**config.mk**
```make
export PLATFORM = sky130hd
export DESIGN_NAME = gemac_rx
export DESIGN_NICKNAME = d
export VERILOG_FILES = /design/src/source/gemac_rx_pkg.sv /design/src/source/rx_byte_if.sv /design/src/source/gmii_rx_pipe.sv /design/src/source/dest_addr_classifier.sv /design/src/source/crc32_check.sv /design/src/source/gemac_rx_ctrl.sv /design/src/source/gemac_rx.sv
export SDC_FILE = /design/constraint.sdc
export NUM_CORES = 1
export LEC_CHECK = 0
export BUFFER_PORTS_ARGS = -buffer_cell sky130_fd_sc_hd__buf_2
export CAP_MARGIN = 25
export CORE_MARGIN = 1
export CORE_UTILIZATION = 30
export DETAILED_ROUTE_END_ITERATION = 8
export SYNTH_ARGS = -nofsm -noshare
export SYNTH_HDL_FRONTEND = slang
export SYNTH_SLANG_ARGS = --single-unit
```
**constraint.sdc**
```tcl
create_clock -name rx_clk -period 3.3 [get_ports rx_clk]
set_input_delay 0.66 -clock rx_clk [delete_from_list [all_inputs] [get_ports rx_clk]]
set_output_delay 0.66 -clock rx_clk [all_outputs]
set_load 0.03 [all_outputs]
```
**src/source/gemac_rx_pkg.sv**
```systemverilog
`default_nettype none

package gemac_rx_pkg;

   // GMII framing bytes.
   localparam logic [7:0] PREAMBLE_BYTE = 8'h55;
   localparam logic [7:0] SFD_BYTE      = 8'hD5;

   // fixed destination addresses.
   localparam logic [47:0] BCAST_ADDR = 48'hFFFF_FFFF_FFFF;
   localparam logic [47:0] PAUSE_ADDR = 48'h0180_C200_0001;

   // MAC control frame fields.
   localparam logic [15:0] PAUSE_TYPE    = 16'h8808;
   localparam logic [15:0] PAUSE_OPCODE  = 16'h0001;
   localparam logic [15:0] MIN_FRAME_LEN = 16'd64;   // dest through fcs.

   // reflected polynomial; residue is in msb-first bit order.
   localparam logic [31:0] CRC_POLY    = 32'hEDB8_8320;
   localparam logic [31:0] CRC_RESIDUE = 32'hC704_DD7B;

   // user data lags the registered stream by this many cycles.
   localparam int RX_DELAY = 7;

   typedef enum logic [3:0] {
      RX_IDLE,
      RX_PREAMBLE,
      RX_ADDR,
      RX_FRAME,
      RX_PAUSE_TYPE,
      RX_PAUSE_OPCODE,
      RX_PAUSE_QUANTA,
      RX_PAUSE_WAIT_CRC,
      RX_GOODFRAME,
      RX_DO_PAUSE,
      RX_ERROR,
      RX_DROP
   } rx_state_t;

endpackage

`default_nettype wire

```
**src/source/rx_byte_if.sv**
```systemverilog
`timescale 1ns/1ps
`default_nettype none

interface rx_byte_if;

   logic       dv;      // registered gmii_rx_dv.
   logic       er;      // registered gmii_rx_er.
   logic [7:0] data;    // registered gmii_rxd.
   logic       start;   // first dest byte is on data.

   modport src (
      output dv,
      output er,
      output data
   );

   modport ctrl (
      input  dv,
      input  er,
      input  data,
      output start
   );

   modport sink (
      input dv,
      input er,
      input data,
      input start
   );

endinterface

`default_nettype wire

```
**src/source/gmii_rx_pipe.sv**
```systemverilog
`timescale 1ns/1ps
`default_nettype none

module gmii_rx_pipe (
   input  wire        rx_clk,
   input  wire        reset,
   input  wire        gmii_rx_dv,
   input  wire        gmii_rx_er,
   input  wire  [7:0] gmii_rxd,
   rx_byte_if.src     rx,
   output logic [7:0] del_data,
   output logic       del_dv
);

   logic [gemac_rx_pkg::RX_DELAY-1:0] dv_sr;
   logic [7:0]                        data_sr [gemac_rx_pkg::RX_DELAY];

   always_ff @(posedge rx_clk)
   begin
      if (reset)
      begin
         rx.dv <= 1'b0;
         dv_sr <= '0;
      end
      else
      begin
         rx.dv <= gmii_rx_dv;
         dv_sr <= {dv_sr[gemac_rx_pkg::RX_DELAY-2:0], rx.dv};
      end
   end

   // payload stages.
   always_ff @(posedge rx_clk)
   begin
      rx.er      <= gmii_rx_er;
      rx.data    <= gmii_rxd;
      data_sr[0] <= rx.data;
      for (int i = 1; i < gemac_rx_pkg::RX_DELAY; i++)
         data_sr[i] <= data_sr[i-1];
   end

   assign del_data = data_sr[gemac_rx_pkg::RX_DELAY-1];
   assign del_dv   = dv_sr[gemac_rx_pkg::RX_DELAY-1];

endmodule

`default_nettype wire

```
**src/source/dest_addr_classifier.sv**
```systemverilog
`timescale 1ns/1ps
`default_nettype none

module dest_addr_classifier (
   input  wire         rx_clk,
   input  wire         reset,
   rx_byte_if.sink     rx,
   input  wire  [47:0] ucast_addr,
   input  wire  [47:0] mcast_addr,
   output logic        is_ucast,
   output logic        is_mcast,
   output logic        is_bcast,
   output logic        is_pause,
   output logic        addr_done
);

   logic [47:0] addr_q;
   logic [2:0]  byte_cnt;   // nonzero while collecting.

   always_ff @(posedge rx_clk)
   begin
      if (reset)
      begin
         byte_cnt  <= 3'd0;
         addr_done <= 1'b0;
      end
      else if (rx.start)
      begin
         byte_cnt  <= 3'd1;
         addr_done <= 1'b0;
      end
      else if (byte_cnt != 3'd0)
      begin
         if (!rx.dv)
            byte_cnt <= 3'd0;   // runt, give up.
         else if (byte_cnt == 3'd5)
         begin
            byte_cnt  <= 3'd0;
            addr_done <= 1'b1;
         end
         else
            byte_cnt <= byte_cnt + 3'd1;
      end
   end

   // first byte on the wire ends up in the top octet.
   always_ff @(posedge rx_clk)
   begin
      if (rx.start || byte_cnt != 3'd0)
         addr_q <= {addr_q[39:0], rx.data};
   end

   assign is_ucast = addr_done && (addr_q == ucast_addr);
   assign is_mcast = addr_done && (addr_q == mcast_addr);
   assign is_bcast = addr_done && (addr_q == gemac_rx_pkg::BCAST_ADDR);
   assign is_pause = addr_done && (addr_q == gemac_rx_pkg::PAUSE_ADDR);

   a_done_after_start : assert property (@(posedge rx_clk) disable iff (reset)
      $rose(addr_done) |-> $past(rx.start, 6));

endmodule

`default_nettype wire

```
**src/source/crc32_check.sv**
```systemverilog
`timescale 1ns/1ps
`default_nettype none

module crc32_check (
   input  wire     rx_clk,
   input  wire     reset,
   rx_byte_if.sink rx,
   output logic    crc_match
);

   logic [31:0] crc_q;
   logic [31:0] crc_rev;

   // one byte, lsb first.
   function automatic logic [31:0] crc_byte(input logic [31:0] crc, input logic [7:0] d);
      logic [31:0] c;
      c = crc ^ {24'h0, d};
      for (int i = 0; i < 8; i++)
      begin
         if (c[0])
            c = (c >> 1) ^ gemac_rx_pkg::CRC_POLY;
         else
            c = c >> 1;
      end
      return c;
   endfunction

   always_ff @(posedge rx_clk)
   begin
      if (reset)
         crc_q <= 32'hFFFF_FFFF;
      else if (rx.start)
         crc_q <= crc_byte(32'hFFFF_FFFF, rx.data);   // preset folded in.
      else if (rx.dv && !rx.er)
         crc_q <= crc_byte(crc_q, rx.data);
   end

   // the residue constant is in msb-first order, so flip the register.
   assign crc_rev   = {<<{crc_q}};
   assign crc_match = (crc_rev == gemac_rx_pkg::CRC_RESIDUE);

endmodule

`default_nettype wire

```
**src/source/gemac_rx_ctrl.sv**
```systemverilog
`timescale 1ns/1ps
`default_nettype none

module gemac_rx_ctrl (
   input  wire         rx_clk,
   input  wire         reset,
   rx_byte_if.ctrl     rx,
   input  wire         del_dv,
   input  wire         is_ucast,
   input  wire         is_mcast,
   input  wire         is_bcast,
   input  wire         is_pause,
   input  wire         addr_done,
   input  wire         crc_match,
   input  wire         pass_ucast,
   input  wire         pass_mcast,
   input  wire         pass_bcast,
   input  wire         pass_pause,
   input  wire         pass_all,
   output logic        rx_valid,
   output logic        rx_ack,
   output logic        rx_error,
   output logic        pause_rcvd,
   output logic [15:0] pause_quanta_rcvd
);

   gemac_rx_pkg::rx_state_t rx_state;
   gemac_rx_pkg::rx_state_t end_state;

   logic [15:0] byte_cnt;   // dest byte 0 is count 0.
   logic [15:0] quanta_q;
   logic        sfd_seen;
   logic        addr_hit;
   logic        keep;
   logic        kept;
   logic        status_ready;
   logic        frame_ok;
   logic        status_fire;
   logic        pause_ok;

   assign sfd_seen = (rx_state == gemac_rx_pkg::RX_PREAMBLE) && rx.dv && !rx.er &&
                     (rx.data == gemac_rx_pkg::SFD_BYTE);
   // flags from the previous frame are still up on the start cycle.
   assign addr_hit = (rx_state == gemac_rx_pkg::RX_ADDR) && rx.dv && !rx.er &&
                     addr_done && !rx.start;
   assign keep = (pass_ucast && is_ucast) || (pass_mcast && is_mcast) ||
                 (pass_bcast && is_bcast) || (pass_pause && is_pause) || pass_all;
   assign end_state = crc_match ? gemac_rx_pkg::RX_GOODFRAME : gemac_rx_pkg::RX_ERROR;
   assign pause_ok = (rx_state == gemac_rx_pkg::RX_PAUSE_WAIT_CRC) && !rx.dv && crc_match &&
                     (byte_cnt >= gemac_rx_pkg::MIN_FRAME_LEN);
   assign status_fire = kept && !del_dv && status_ready;   // delayed frame has drained.

   always_ff @(posedge rx_clk)
   begin
      if (reset)
         rx.start <= 1'b0;
      else
         rx.start <= sfd_seen;
   end

   always_ff @(posedge rx_clk)
   begin
      if (reset || sfd_seen)
         byte_cnt <= 16'd0;
      else if (byte_cnt != 16'hFFFF)
         byte_cnt <= byte_cnt + 16'd1;
   end

   always_ff @(posedge rx_clk)
   begin
      if (reset)
         rx_state <= gemac_rx_pkg::RX_IDLE;
      else if (rx.dv && rx.er)
         rx_state <= gemac_rx_pkg::RX_ERROR;
      else
         case (rx_state)
            gemac_rx_pkg::RX_IDLE:
               if (rx.dv)
                  rx_state <= (rx.data == gemac_rx_pkg::PREAMBLE_BYTE) ?
                              gemac_rx_pkg::RX_PREAMBLE : gemac_rx_pkg::RX_DROP;
            gemac_rx_pkg::RX_PREAMBLE:
               if (!rx.dv)
                  rx_state <= gemac_rx_pkg::RX_IDLE;
               else if (rx.data == gemac_rx_pkg::SFD_BYTE)
                  rx_state <= gemac_rx_pkg::RX_ADDR;
               else if (rx.data != gemac_rx_pkg::PREAMBLE_BYTE)
                  rx_state <= gemac_rx_pkg::RX_DROP;
            gemac_rx_pkg::RX_ADDR:
               if (!rx.dv)
                  rx_state <= gemac_rx_pkg::RX_ERROR;   // runt.
               else if (addr_hit)
                  rx_state <= is_pause ? gemac_rx_pkg::RX_PAUSE_TYPE : gemac_rx_pkg::RX_FRAME;
            gemac_rx_pkg::RX_FRAME, gemac_rx_pkg::RX_DROP:
               if (!rx.dv)
                  rx_state <= end_state;
            gemac_rx_pkg::RX_PAUSE_TYPE:
               if (!rx.dv)
                  rx_state <= end_state;
               else if (byte_cnt == 16'd12 && rx.data != gemac_rx_pkg::PAUSE_TYPE[15:8])
                  rx_state <= gemac_rx_pkg::RX_DROP;
               else if (byte_cnt == 16'd13)
                  rx_state <= (rx.data == gemac_rx_pkg::PAUSE_TYPE[7:0]) ?
                              gemac_rx_pkg::RX_PAUSE_OPCODE : gemac_rx_pkg::RX_DROP;
            gemac_rx_pkg::RX_PAUSE_OPCODE:
               if (!rx.dv)
                  rx_state <= end_state;
               else if (byte_cnt == 16'd14 && rx.data != gemac_rx_pkg::PAUSE_OPCODE[15:8])
                  rx_state <= gemac_rx_pkg::RX_DROP;
               else if (byte_cnt == 16'd15)
                  rx_state <= (rx.data == gemac_rx_pkg::PAUSE_OPCODE[7:0]) ?
                              gemac_rx_pkg::RX_PAUSE_QUANTA : gemac_rx_pkg::RX_DROP;
            gemac_rx_pkg::RX_PAUSE_QUANTA:
               if (!rx.dv)
                  rx_state <= end_state;
               else if (byte_cnt == 16'd17)
                  rx_state <= gemac_rx_pkg::RX_PAUSE_WAIT_CRC;
            gemac_rx_pkg::RX_PAUSE_WAIT_CRC:
               if (!rx.dv)
                  rx_state <= pause_ok ? gemac_rx_pkg::RX_DO_PAUSE : end_state;
            gemac_rx_pkg::RX_ERROR:
               if (!rx.dv)
                  rx_state <= gemac_rx_pkg::RX_IDLE;
            default:
               rx_state <= gemac_rx_pkg::RX_IDLE;   // goodframe, do_pause.
         endcase
   end

   // quanta msb arrives first.
   always_ff @(posedge rx_clk)
   begin
      if (rx_state == gemac_rx_pkg::RX_PAUSE_QUANTA && rx.dv)
      begin
         if (byte_cnt == 16'd16)
            quanta_q[15:8] <= rx.data;
         else if (byte_cnt == 16'd17)
            quanta_q[7:0] <= rx.data;
      end
   end

   always_ff @(posedge rx_clk)
   begin
      if (reset)
         pause_quanta_rcvd <= 16'd0;
      else if (pause_ok)
         pause_quanta_rcvd <= quanta_q;
   end

   assign pause_rcvd = (rx_state == gemac_rx_pkg::RX_DO_PAUSE);

   always_ff @(posedge rx_clk)
   begin
      if (reset)
         kept <= 1'b0;
      else if (addr_hit)
         kept <= keep;
      else if (status_fire)
         kept <= 1'b0;
   end

   always_ff @(posedge rx_clk)
   begin
      if (reset || rx.start || status_fire)
         status_ready <= 1'b0;
      else if (rx_state == gemac_rx_pkg::RX_GOODFRAME || rx_state == gemac_rx_pkg::RX_DO_PAUSE)
         status_ready <= 1'b1;
      else if (rx_state == gemac_rx_pkg::RX_ERROR && !rx.dv)
         status_ready <= 1'b1;
   end

   always_ff @(posedge rx_clk)
   begin
      if (rx_state == gemac_rx_pkg::RX_GOODFRAME || rx_state == gemac_rx_pkg::RX_DO_PAUSE)
         frame_ok <= 1'b1;
      else if (rx_state == gemac_rx_pkg::RX_ERROR && !rx.dv)
         frame_ok <= 1'b0;
   end

   always_ff @(posedge rx_clk)
   begin
      if (reset)
      begin
         rx_ack   <= 1'b0;
         rx_error <= 1'b0;
      end
      else
      begin
         rx_ack   <= status_fire && frame_ok;
         rx_error <= status_fire && !frame_ok;
      end
   end

   assign rx_valid = kept && del_dv;

   a_status_excl : assert property (@(posedge rx_clk) disable iff (reset)
      !(rx_ack && rx_error));
   a_pause_pulse : assert property (@(posedge rx_clk) disable iff (reset)
      pause_rcvd |=> !pause_rcvd);
   a_status_after_valid : assert property (@(posedge rx_clk) disable iff (reset)
      $fell(rx_valid) |-> ##[1:4] (rx_ack || rx_error));

endmodule

`default_nettype wire

```
**src/source/gemac_rx.sv**
```systemverilog
`timescale 1ns/1ps
`default_nettype none

module gemac_rx (
   input  wire         rx_clk,
   input  wire         reset,
   input  wire         gmii_rx_dv,
   input  wire         gmii_rx_er,
   input  wire  [7:0]  gmii_rxd,
   input  wire  [47:0] ucast_addr,
   input  wire  [47:0] mcast_addr,
   input  wire         pass_ucast,
   input  wire         pass_mcast,
   input  wire         pass_bcast,
   input  wire         pass_pause,
   input  wire         pass_all,
   output wire  [7:0]  rx_data,
   output wire         rx_valid,
   output wire         rx_ack,
   output wire         rx_error,
   output wire  [15:0] pause_quanta_rcvd,
   output wire         pause_rcvd
);

   wire del_dv;
   wire is_ucast;
   wire is_mcast;
   wire is_bcast;
   wire is_pause;
   wire addr_done;
   wire crc_match;

   rx_byte_if rx_bus ();

   gmii_rx_pipe pipe (
      .rx_clk     (rx_clk),
      .reset      (reset),
      .gmii_rx_dv (gmii_rx_dv),
      .gmii_rx_er (gmii_rx_er),
      .gmii_rxd   (gmii_rxd),
      .rx         (rx_bus.src),
      .del_data   (rx_data),   // straight out to the user.
      .del_dv     (del_dv)
   );

   dest_addr_classifier classifier (
      .rx_clk     (rx_clk),
      .reset      (reset),
      .rx         (rx_bus.sink),
      .ucast_addr (ucast_addr),
      .mcast_addr (mcast_addr),
      .is_ucast   (is_ucast),
      .is_mcast   (is_mcast),
      .is_bcast   (is_bcast),
      .is_pause   (is_pause),
      .addr_done  (addr_done)
   );

   crc32_check crc (
      .rx_clk    (rx_clk),
      .reset     (reset),
      .rx        (rx_bus.sink),
      .crc_match (crc_match)
   );

   gemac_rx_ctrl ctrl (
      .rx_clk            (rx_clk),
      .reset             (reset),
      .rx                (rx_bus.ctrl),
      .del_dv            (del_dv),
      .is_ucast          (is_ucast),
      .is_mcast          (is_mcast),
      .is_bcast          (is_bcast),
      .is_pause          (is_pause),
      .addr_done         (addr_done),
      .crc_match         (crc_match),
      .pass_ucast        (pass_ucast),
      .pass_mcast        (pass_mcast),
      .pass_bcast        (pass_bcast),
      .pass_pause        (pass_pause),
      .pass_all          (pass_all),
      .rx_valid          (rx_valid),
      .rx_ack            (rx_ack),
      .rx_error          (rx_error),
      .pause_rcvd        (pause_rcvd),
      .pause_quanta_rcvd (pause_quanta_rcvd)
   );

endmodule

`default_nettype wire

```
# Word-level counts from Yosys, hierarchy flattened
# Memory sizes are Yosys's and may differ from the RTL's.
# Index checks and enable logic that the tools add are counted.
# op_classes
addsub	2
eq_ne	48
order_cmp	1
n_mux	86
bitwise_logic	19
reduce_logical	58
# ops
cell	count
32-bit two-way mux	53
13-bit NOT with 14-bit output	16
48-bit equality test	2
4-bit two-way mux	22
16-bit by 4-bit equality test with 1-bit output (second input constant)	4
48-bit by 41-bit equality test with 1-bit output (second input constant)	1
48-bit equality test (second input constant)	1
4-bit one-hot mux with 9 select lines	1
16-bit by 5-bit equality test with 1-bit output (second input constant)	2
32-bit equality test (second input constant)	1
8-bit NOT with 32-bit output	1
32-bit by 8-bit XOR with 32-bit output	1
1-bit logical AND	29
9-bit AND reduction	2
16-bit by 1-bit adder with 16-bit output (second input constant)	1
4-bit by 3-bit equality test with 1-bit output (second input constant)	4
4-bit equality test (second input constant)	4
16-bit by 7-bit >= comparator with 1-bit output (second input constant)	1
16-bit inequality test (second input constant)	1
3-bit by 2-bit inequality test with 1-bit output (second input constant)	5
4-bit by 2-bit inequality test with 1-bit output (second input constant)	3
5-bit by 2-bit inequality test with 1-bit output (second input constant)	2
1-bit logical OR	9
3-bit two-way mux	3
26 further kinds	45
# word_totals
reg_bits	159
inputBits	113
elab_cells	236
output_inout_bits	28
memories	1
mem_bits_rw	56
# mem_list
memory	words	width	read_ports	rd_clocked_by_memory_dff	wr	line	rtl
pipe.data_sr	7	8	7	0	7	gmii_rx_pipe.sv:16	logic [7:0] data_sr [gemac_rx_pkg::RX_DELAY];

# Longest topological paths before layout
# Gate-level depths: netlist (run 1).
# depth
ltp_word	40
depth_mapped	9
mapped_depth_nobuf	8

# Cells and area by module
# From an unflattened synthesis (run 1), not the netlist that was laid out.
# hier_totals
hier_cells	943
area_unflattened_um2	9995.8
# by_module_without_submodules
module	area_each_um2	cells_each	instances	seq_area_each_um2
dest_addr_classifier	2876.5	235	1	1521.5
gemac_rx_ctrl	2862.7	304	1	1321.3
crc32_check	2745.1	323	1	640.6
gmii_rx_pipe	1511.4	81	1	1461.4

# Least setup slack after synthesis (run 1)
# No wires, ideal clock.
# synth_path
path_kind	reg-to-reg
startpoint	register ctrl.rx.start
endpoint	register classifier.addr_q[0], enable pin
setup_ns	0.407
t_required_ns	2.893
n_path_buf	2
path_stages_with_launch	5
period_less_slack_ns	2.428
t_arrival_ns	2.022
setup_slack_ns	0.872
cell_sequence	dfxtp_1 > clkbuf_1 > clkbuf_1 > nor2_1 > nand2_1
# synth_via
elab_chain_cells	1
# synth_lines
element	line	rtl
start: declaration	rx_byte_if.sv:21	output start
start signal: assignment	gemac_rx_ctrl.sv:58	rx.start <= sfd_seen;
1-bit logical OR	dest_addr_classifier.sv:49	if (rx.start || byte_cnt != 3'd0)
end signal: assignment	dest_addr_classifier.sv:50	addr_q <= {addr_q[39:0], rx.data};
end: declaration	dest_addr_classifier.sv:17	logic [47:0] addr_q;
# No other way between the ends.
# A chain may end at the register's enable or synchronous reset.

# Worst setup path after layout (run 1)
# layout_path
startpoint	register pipe.rx.data[1]
endpoint	register crc.crc_q[24]
# layout_via
elab_chain_cells	36
elab_cells_between_ends	63
classes_between	mux (53); bitwise (10)
# layout_lines
element	line	rtl
start: declaration	rx_byte_if.sv:14	output data
start signal: assignment	gmii_rx_pipe.sv:36	rx.data <= gmii_rxd;
32-bit by 8-bit XOR with 32-bit output	crc32_check.sv:17	c = crc ^ {24'h0, d};
32-bit two-way mux	crc32_check.sv:20	if (c[0])
32-bit two-way mux	crc32_check.sv:34	else if (rx.dv && !rx.er)
32-bit two-way mux	crc32_check.sv:32	else if (rx.start)
32-bit two-way mux	crc32_check.sv:30	if (reset)
32-bit two-way mux	crc32_check.sv:20	
32-bit two-way mux	crc32_check.sv:34	
32-bit two-way mux	crc32_check.sv:32	
(+20 left out)	n/a	
32-bit two-way mux	crc32_check.sv:20	
32-bit two-way mux	crc32_check.sv:34	
32-bit two-way mux	crc32_check.sv:32	
32-bit two-way mux	crc32_check.sv:30	
13-bit NOT with 14-bit output (no line)	n/a	
32-bit two-way mux	crc32_check.sv:20	
32-bit two-way mux	crc32_check.sv:34	
32-bit two-way mux *	crc32_check.sv:32	
end signal: assignment	crc32_check.sv:33	crc_q <= crc_byte(32'hFFFF_FFFF, rx.data);
end signal: assignment	crc32_check.sv:35	crc_q <= crc_byte(crc_q, rx.data);
end: declaration	crc32_check.sv:11	logic [31:0] crc_q;
# Mark *: on every way between the ends. The rest lies on a longest branch, timed or not. The select of a mux whose other input is x is not followed.

==> results of run 1 <==
## critical path, delay by kind of cell (launching register included)
family,cells,cell delay [ns]
xor+xnor,4,1.53
flops,1,0.68
simple gates,1,0.10
compound gates,1,0.10
## final cells by class
cell class                      instances  share of cell area, %
Clock buffer                           31                   6.06
Timing Repair Buffer                  156                   6.79
Sequential cell                       215                   40.9
Multi-Input combinational cell        663                   39.8
Clock inverter                         15                   1.28
Tap cell                              442                   4.58
Antenna cell                            1                 0.0207
Inverter                               18                  0.559
## where the power goes
group | internal, mW | switching, mW
Sequential | 2.82 | 0.180
Clock | 1.75 | 1.12
Combinational | 0.563 | 0.633
## cells in the final DEF (no fill, tap or decap), drive strengths merged, types with 3 or more instances in the layout
master	n
buf	156
dfxtp	151
xnor2	115
xor2	96
nor2	65
edfxtp	64
nand2	64
nor4	38
nand4	35
clkbuf	31
o21ai	29
mux2i	28
nor3	25
a21oi	23
inv	19
nand3	14
o211ai	11
ha	11
nor2b	9
a31oi	8
clkinv	8
nand2b	7
a211oi	6
and2	5
nor3b	4
nor4b	4
and3	4
nand4b	4
clkinvlp	4
o311ai	4
a21o	3
and4	3
or4	3
o31ai	3
or4b	3
## registers in the layout, indices dropped and copies added (netlist names)
register,flops
pipe.dv_sr,7
ctrl.kept,1
ctrl.byte_cnt,16
ctrl.rx.start,1
classifier.byte_cnt,3
pipe.data_sr,56
ctrl.frame_ok,1
crc.crc_q,32
ctrl.pause_quanta_rcvd,16
pipe.rx.data,8
ctrl.quanta_q,16
classifier.addr_q,48
ctrl.rx_ack,1
pipe.rx.er,1
ctrl.rx_state,4
ctrl.status_ready,1
ctrl.rx_error,1
pipe.rx.dv,1
classifier.addr_done,1
## path summary, 6_finish.rpt
check,cells after the start,slack [ns],endpoint
min,1,0.24,pipe.rx.data[7]
max reg2reg,6,0.74,crc.crc_q[24]
min reg2reg,0,0.32,pipe.data_sr[3][4]
max,6,0.74,crc.crc_q[24]
## through the flow
step	instances	hold slack [ns]	setup slack, ns
after floorplan	933	0.310	0.872
after global placement	1494	0.310	0.757
after detailed placement	1494	0.312	0.760
after CTS	1540	0.222	0.735
after global routing	1540	0.217	0.451
final	1541	0.240	0.738
## kinds of logic (layout without fill, tap and decap cells)
| logic type | Yosys count | in the layout | share of synthesized area, % |
|---|---|---|---|
| AO/OA/AOI/OAI | 111 | 111 | 7.50 |
| XOR/XNOR | 213 | 213 | 20.0 |
| adder cells (fa/ha/maj) | 11 | 11 | 1.38 |
| buffers and inverters | 55 | 220 | 2.33 |
| flip-flops | 215 | 215 | 49.6 |
| multiplexers | 29 | 29 | 2.92 |
| other | 0 | 1 | 0 |
| AND/OR/NAND/NOR | 299 | 299 | 16.4 |
## per-layer routing
metal / wire length [um] / track usage, %
met1: 12200 / 20.8
met2: 12600 / 26.6
met3: 1840 / 2.88
met4: 545 / 4.07
met5: 0 / 0
==> impl_metrics.env, run 1 <==
export IMPL_status="finished clean"
export IMPL_fin_tns_setup_ns=0
export IMPL_drtIter0Drc=620
export IMPL_postLayoutCellArea_mm2=0.0121
export IMPL_layout_drive_gt1_share_pct=20.5
export IMPL_yosysWarningCount=0
export IMPL_ys_types=78
export IMPL_worst_pin_slew_ns=0.897
export IMPL_layout_min_cycle_time_ns=2.56
export IMPL_grt_max_degree=50
export IMPL_syn_area_per_cell_um2=10.7
export IMPL_peakVddDrop_v=0.000271
export IMPL_syn_inst=933
export IMPL_crit_type="flip-flop to flip-flop"
export IMPL_numClockSinks=215
export IMPL_place_hpwl_um=20000
export IMPL_die_width_um=184
export IMPL_min_delay_start="gmii_rxd[7]"
export IMPL_fin_skew_ns=0.0194
export IMPL_die_h_um=184
export IMPL_yosysSeqAreaShare_pct=49.6
export IMPL_antenna_found_initial=0
export IMPL_cts_htree_levels=1
export IMPL_cpMostUsedCell="xnor2_1"
export IMPL_rsz0062_at_grt="no"
export IMPL_wl_um=27200
export IMPL_maxCapViolations=0
export IMPL_cts_resized=0
export IMPL_ctsRootBufferMaster="clkbuf_16"
export IMPL_synth_most_common_cell="dfxtp_1"
export IMPL_gp_congestion=0.886
export IMPL_ys_seq_elements=215
export IMPL_final_nets=1203
export IMPL_critPathArrivalTime_ns=2.94
export IMPL_crit_required_ns=3.68
export IMPL_max_clock_path_buffers=3
export IMPL_pin_count=141
export IMPL_max_freq_ghz=0.390
export IMPL_critPathCaptureType="flip-flop"
export IMPL_dr_pass1_iters=4
export IMPL_die_area_mm2=0.0340
export IMPL_setup_viol=0
export IMPL_drv_slew=0
export IMPL_grt_pass1_wl_um=41600
export IMPL_synthArstFlopShare_pct=0
export IMPL_rows=66
export IMPL_synth_commonest_cells="dfxtp_1, xnor2_1, xor2_1"
export IMPL_r2r_start="pipe.rx.data[1]"
export IMPL_synth_area_mm2=0.00998
export IMPL_register_area_mm2=0.00494
export IMPL_gr_total_overflow=0
export IMPL_drtAntennaViolNets=0
export IMPL_cp_slowest_stage_delay_ns=0.75
export IMPL_crit_path_top_delay_cell="xnor2_1"
export IMPL_syn_to_final_growth_pct=21.1
export IMPL_synth_area_leaders="dfxtp_1, edfxtp_1, xnor2_1"
export IMPL_min_period_over_period_pct=77.6
export IMPL_post_cts_buffers=0
export IMPL_tritoncts="done"
export IMPL_startpoint="pipe.rx.data[1]"
export IMPL_clk_pin_slew_ns=0.06
export IMPL_total_leakage_power_nw=4.60
export IMPL_wl_per_cell_um=17.6
export IMPL_multiInputGateArea_mm2=0.00480
export IMPL_yosysTopAreaCell="dfxtp_1"
export IMPL_placed_area_mm2=0.0112
export IMPL_worstSkewPairLatency_ns=0.52
export IMPL_synth_edff_count=64
export IMPL_core_area_mm2=0.0326
export IMPL_netlist_area_leader_share_pct=30.3
export IMPL_via_count=7430
export IMPL_hold_class="input port to flip-flop"
export IMPL_drc=0
export IMPL_port_buffers=140
export IMPL_crit_fanout=8
export IMPL_start_kind="flip-flop"
export IMPL_holdBufCountCts=0
export IMPL_slew_headroom_pct=39.8
export IMPL_start_util_pct=30.6
export IMPL_synthFlopType="dfxtp_1"
export IMPL_vias_per_cell=4.82
export IMPL_cts_buffers=25
export IMPL_grt_pass1_vias=7343
export IMPL_syn_nets=1057
export IMPL_final_util_pct=37.0
export IMPL_worstPathCellList="xnor2_1 > xnor2_1 > xnor3_1 > xor2_1 > nor2_1 > o221ai_1"
export IMPL_p_per_area_mw_per_mm2=584
export IMPL_final_fill_count=3219
export IMPL_total_power_mw=7.06
export IMPL_hold_violations=0
export IMPL_grt_usage_pct=15.8
(Power assumes the default switching activity.)
==> inputs of run 2 (changes only) <==
Clock period 3.3 ns to 2.5 ns, I/O delays scaled along.
==> impl_metrics.env, run 2 (synthesis results as in run 1) <==
export IMPL_status="finished clean"
export IMPL_worstPathCellList="nand2b_1 > nor3_1 > buf_2"
export IMPL_crit_fanout=15
export IMPL_drc=0
export IMPL_placed_cells=1532
export IMPL_grt_max_degree=49
export IMPL_critPathTopFamily="flip-flops"
export IMPL_hold_violations=0
export IMPL_critPathCaptureType="primary output"
export IMPL_rrSetupSlack_ns=0.26
export IMPL_p_comb_share_pct=18.6
export IMPL_drtIter0Drc=657
export IMPL_worstSkewPairLatency_ns=0.53
export IMPL_cts_buffers=24
export IMPL_grt_usage_pct=16.3
export IMPL_maxCapViolations=0
export IMPL_setup_viol=0
export IMPL_top_register="pipe.data_sr"
export IMPL_antennaDiodeCount=0
export IMPL_hold_class="input port to flip-flop"
export IMPL_swShare_pct=27.9
export IMPL_layout_drive_gt1_share_pct=22.8
export IMPL_pwr_share_clk_pct=37.8
export IMPL_ctsRootBufferMaster="clkbuf_16"
export IMPL_clk_pin_slew_ns=0.06
export IMPL_register_area_mm2=0.00495
export IMPL_multiInputGateArea_mm2=0.00480
export IMPL_final_cells=1576
export IMPL_layout_commonest_cell="dfxtp_1"
export IMPL_final_nets=1240
export IMPL_postLayoutCellArea_mm2=0.0123
export IMPL_critPathArrivalTime_ns=1.76
export IMPL_gp_congestion=0.921
export IMPL_p_per_area_mw_per_mm2=735
export IMPL_drtAntennaViolNets=0
export IMPL_worst_pin_slew_ns=0.691
export IMPL_die_width_um=184
export IMPL_largest_reg_flops=56
export IMPL_switching_power_mw=2.52
export IMPL_grt_pass1_wl_um=42500
export IMPL_largest_registers="pipe.data_sr: 56 flops, classifier.addr_q: 48 flops, crc.crc_q: 32 flops"
export IMPL_peakVddDrop_v=0.000418
export IMPL_place_hpwl_um=20900
export IMPL_wl_um=28200
export IMPL_total_leakage_power_nw=4.75
export IMPL_max_freq_ghz=0.442
export IMPL_via_count=7613
export IMPL_cp_slowest_stage_delay_ns=0.64
export IMPL_hold_ws_ns=0.0724
export IMPL_cts_htree_levels=1
export IMPL_syn_to_final_growth_pct=22.9
export IMPL_core_area_mm2=0.0326
export IMPL_hold_depth=1
export IMPL_dr_pass1_iters=5
export IMPL_drv_slew=0
export IMPL_crit_required_ns=2.00
export IMPL_start_kind="flip-flop"
export IMPL_tritoncts="done"
export IMPL_final_cell_mix="dfxtp_1, buf_2, xnor2_1, xor2_1"
export IMPL_die_h_um=184
export IMPL_crit_type="flip-flop to primary output"
export IMPL_rows=66
export IMPL_holdBufCountCts=0
export IMPL_max_clock_path_buffers=3
export IMPL_internal_power_mw=6.50
export IMPL_placed_area_mm2=0.0115
export IMPL_grt_pass1_vias=7431
export IMPL_crit_cells=3
export IMPL_port_buffers=140
export IMPL_final_util_pct=37.6
export IMPL_vias_per_cell=4.83
export IMPL_numClockSinks=215
export IMPL_die_area_mm2=0.0340
export IMPL_layout_min_cycle_time_ns=2.26
export IMPL_crit_path_top_delay_cell="dfxtp_1"
export IMPL_fin_tns_setup_ns=0
export IMPL_wl_per_cell_um=17.9
export IMPL_rsz0062_at_grt="no"
export IMPL_antenna_found_initial=2
export IMPL_start_util_pct=30.6
export IMPL_slew_headroom_pct=53.6
export IMPL_fin_skew_ns=0.0148
export IMPL_gr_total_overflow=0
export IMPL_critPathBufInv=1
export IMPL_p_seq_share_pct=43.6
export IMPL_min_period_over_period_pct=90.4
export IMPL_pin_count=141
export IMPL_final_fill_count=3219
export IMPL_ff2ff_path_depth=6
## run 2: cell count changes in the layout (fill, tap and decap cells not counted), sizes merged
cell      previous run  this run
inv                 19        18
diode                1         0
bufinv               2         1
clkinv               8        12
clkinvlp             4         1
buf                156       194
clkbuf              31        30
## run 2: what timing repair did
action                     4_1_cts  5_1_grt
setup endpoints to repair        0        1
gates resized for setup          0        1
setup buffers                    0        0
## run 2: worst reg2reg max path: stages (launching register included)
cell and delay [ns]:
dfxtp_1 0.33, or4b_2 0.70, nor4_4 0.40, a311oi_1 0.17, nand2b_1 0.09, nor4bb_1 0.30, a211oi_1 0.11
## run 2: routing by layer
| layer | track usage [%] | wire [um] |
|---|---|---|
| met1 | 20.8 | 12500 |
| met2 | 28.1 | 13200 |
| met3 | 2.81 | 1750 |
| met4 | 4.67 | 686 |
| met5 | 0 | 17 |
## run 2: power groups by stage
stage	Clock (mW)	Sequential [mW]	Combinational [mW]
2_1_floorplan	0	3.89	1.27
3_3_place_gp	0	4.00	1.65
3_5_place_dp	0	4.00	1.66
4_1_cts	3.51	3.92	1.67
5_1_grt	3.65	3.95	1.83
6_report	3.41	3.93	1.68
## run 2: per-stage QoR
stage / worst slack, ns / total power, mW
6_report: 0.240 / 9.02
5_1_grt: 0.0373 / 9.43
4_1_cts: 0.0680 / 9.10
3_5_place_dp: 0.289 / 5.66
3_3_place_gp: 0.205 / 5.65
2_1_floorplan: 0.0716 / 5.16
## run 2: final cells by class
cell class | count | share of cell area, %
clock inverters | 14 | 0.969
clock buffers | 30 | 5.34
repair buffers | 194 | 9.12
well taps | 442 | 4.51
inverters | 18 | 0.551
multi-input cells | 663 | 39.2
flip-flops and latches | 215 | 40.3
## run 2: worst paths after layout
path,startpoint,to
setup / recovery,ctrl.rx_state[3],pause_rcvd
hold reg to reg,pipe.data_sr[3][4],pipe.data_sr[4][4]
hold / removal,gmii_rxd[7],pipe.rx.data[7]
setup reg to reg,crc.crc_q[10],ctrl.rx_state[1]
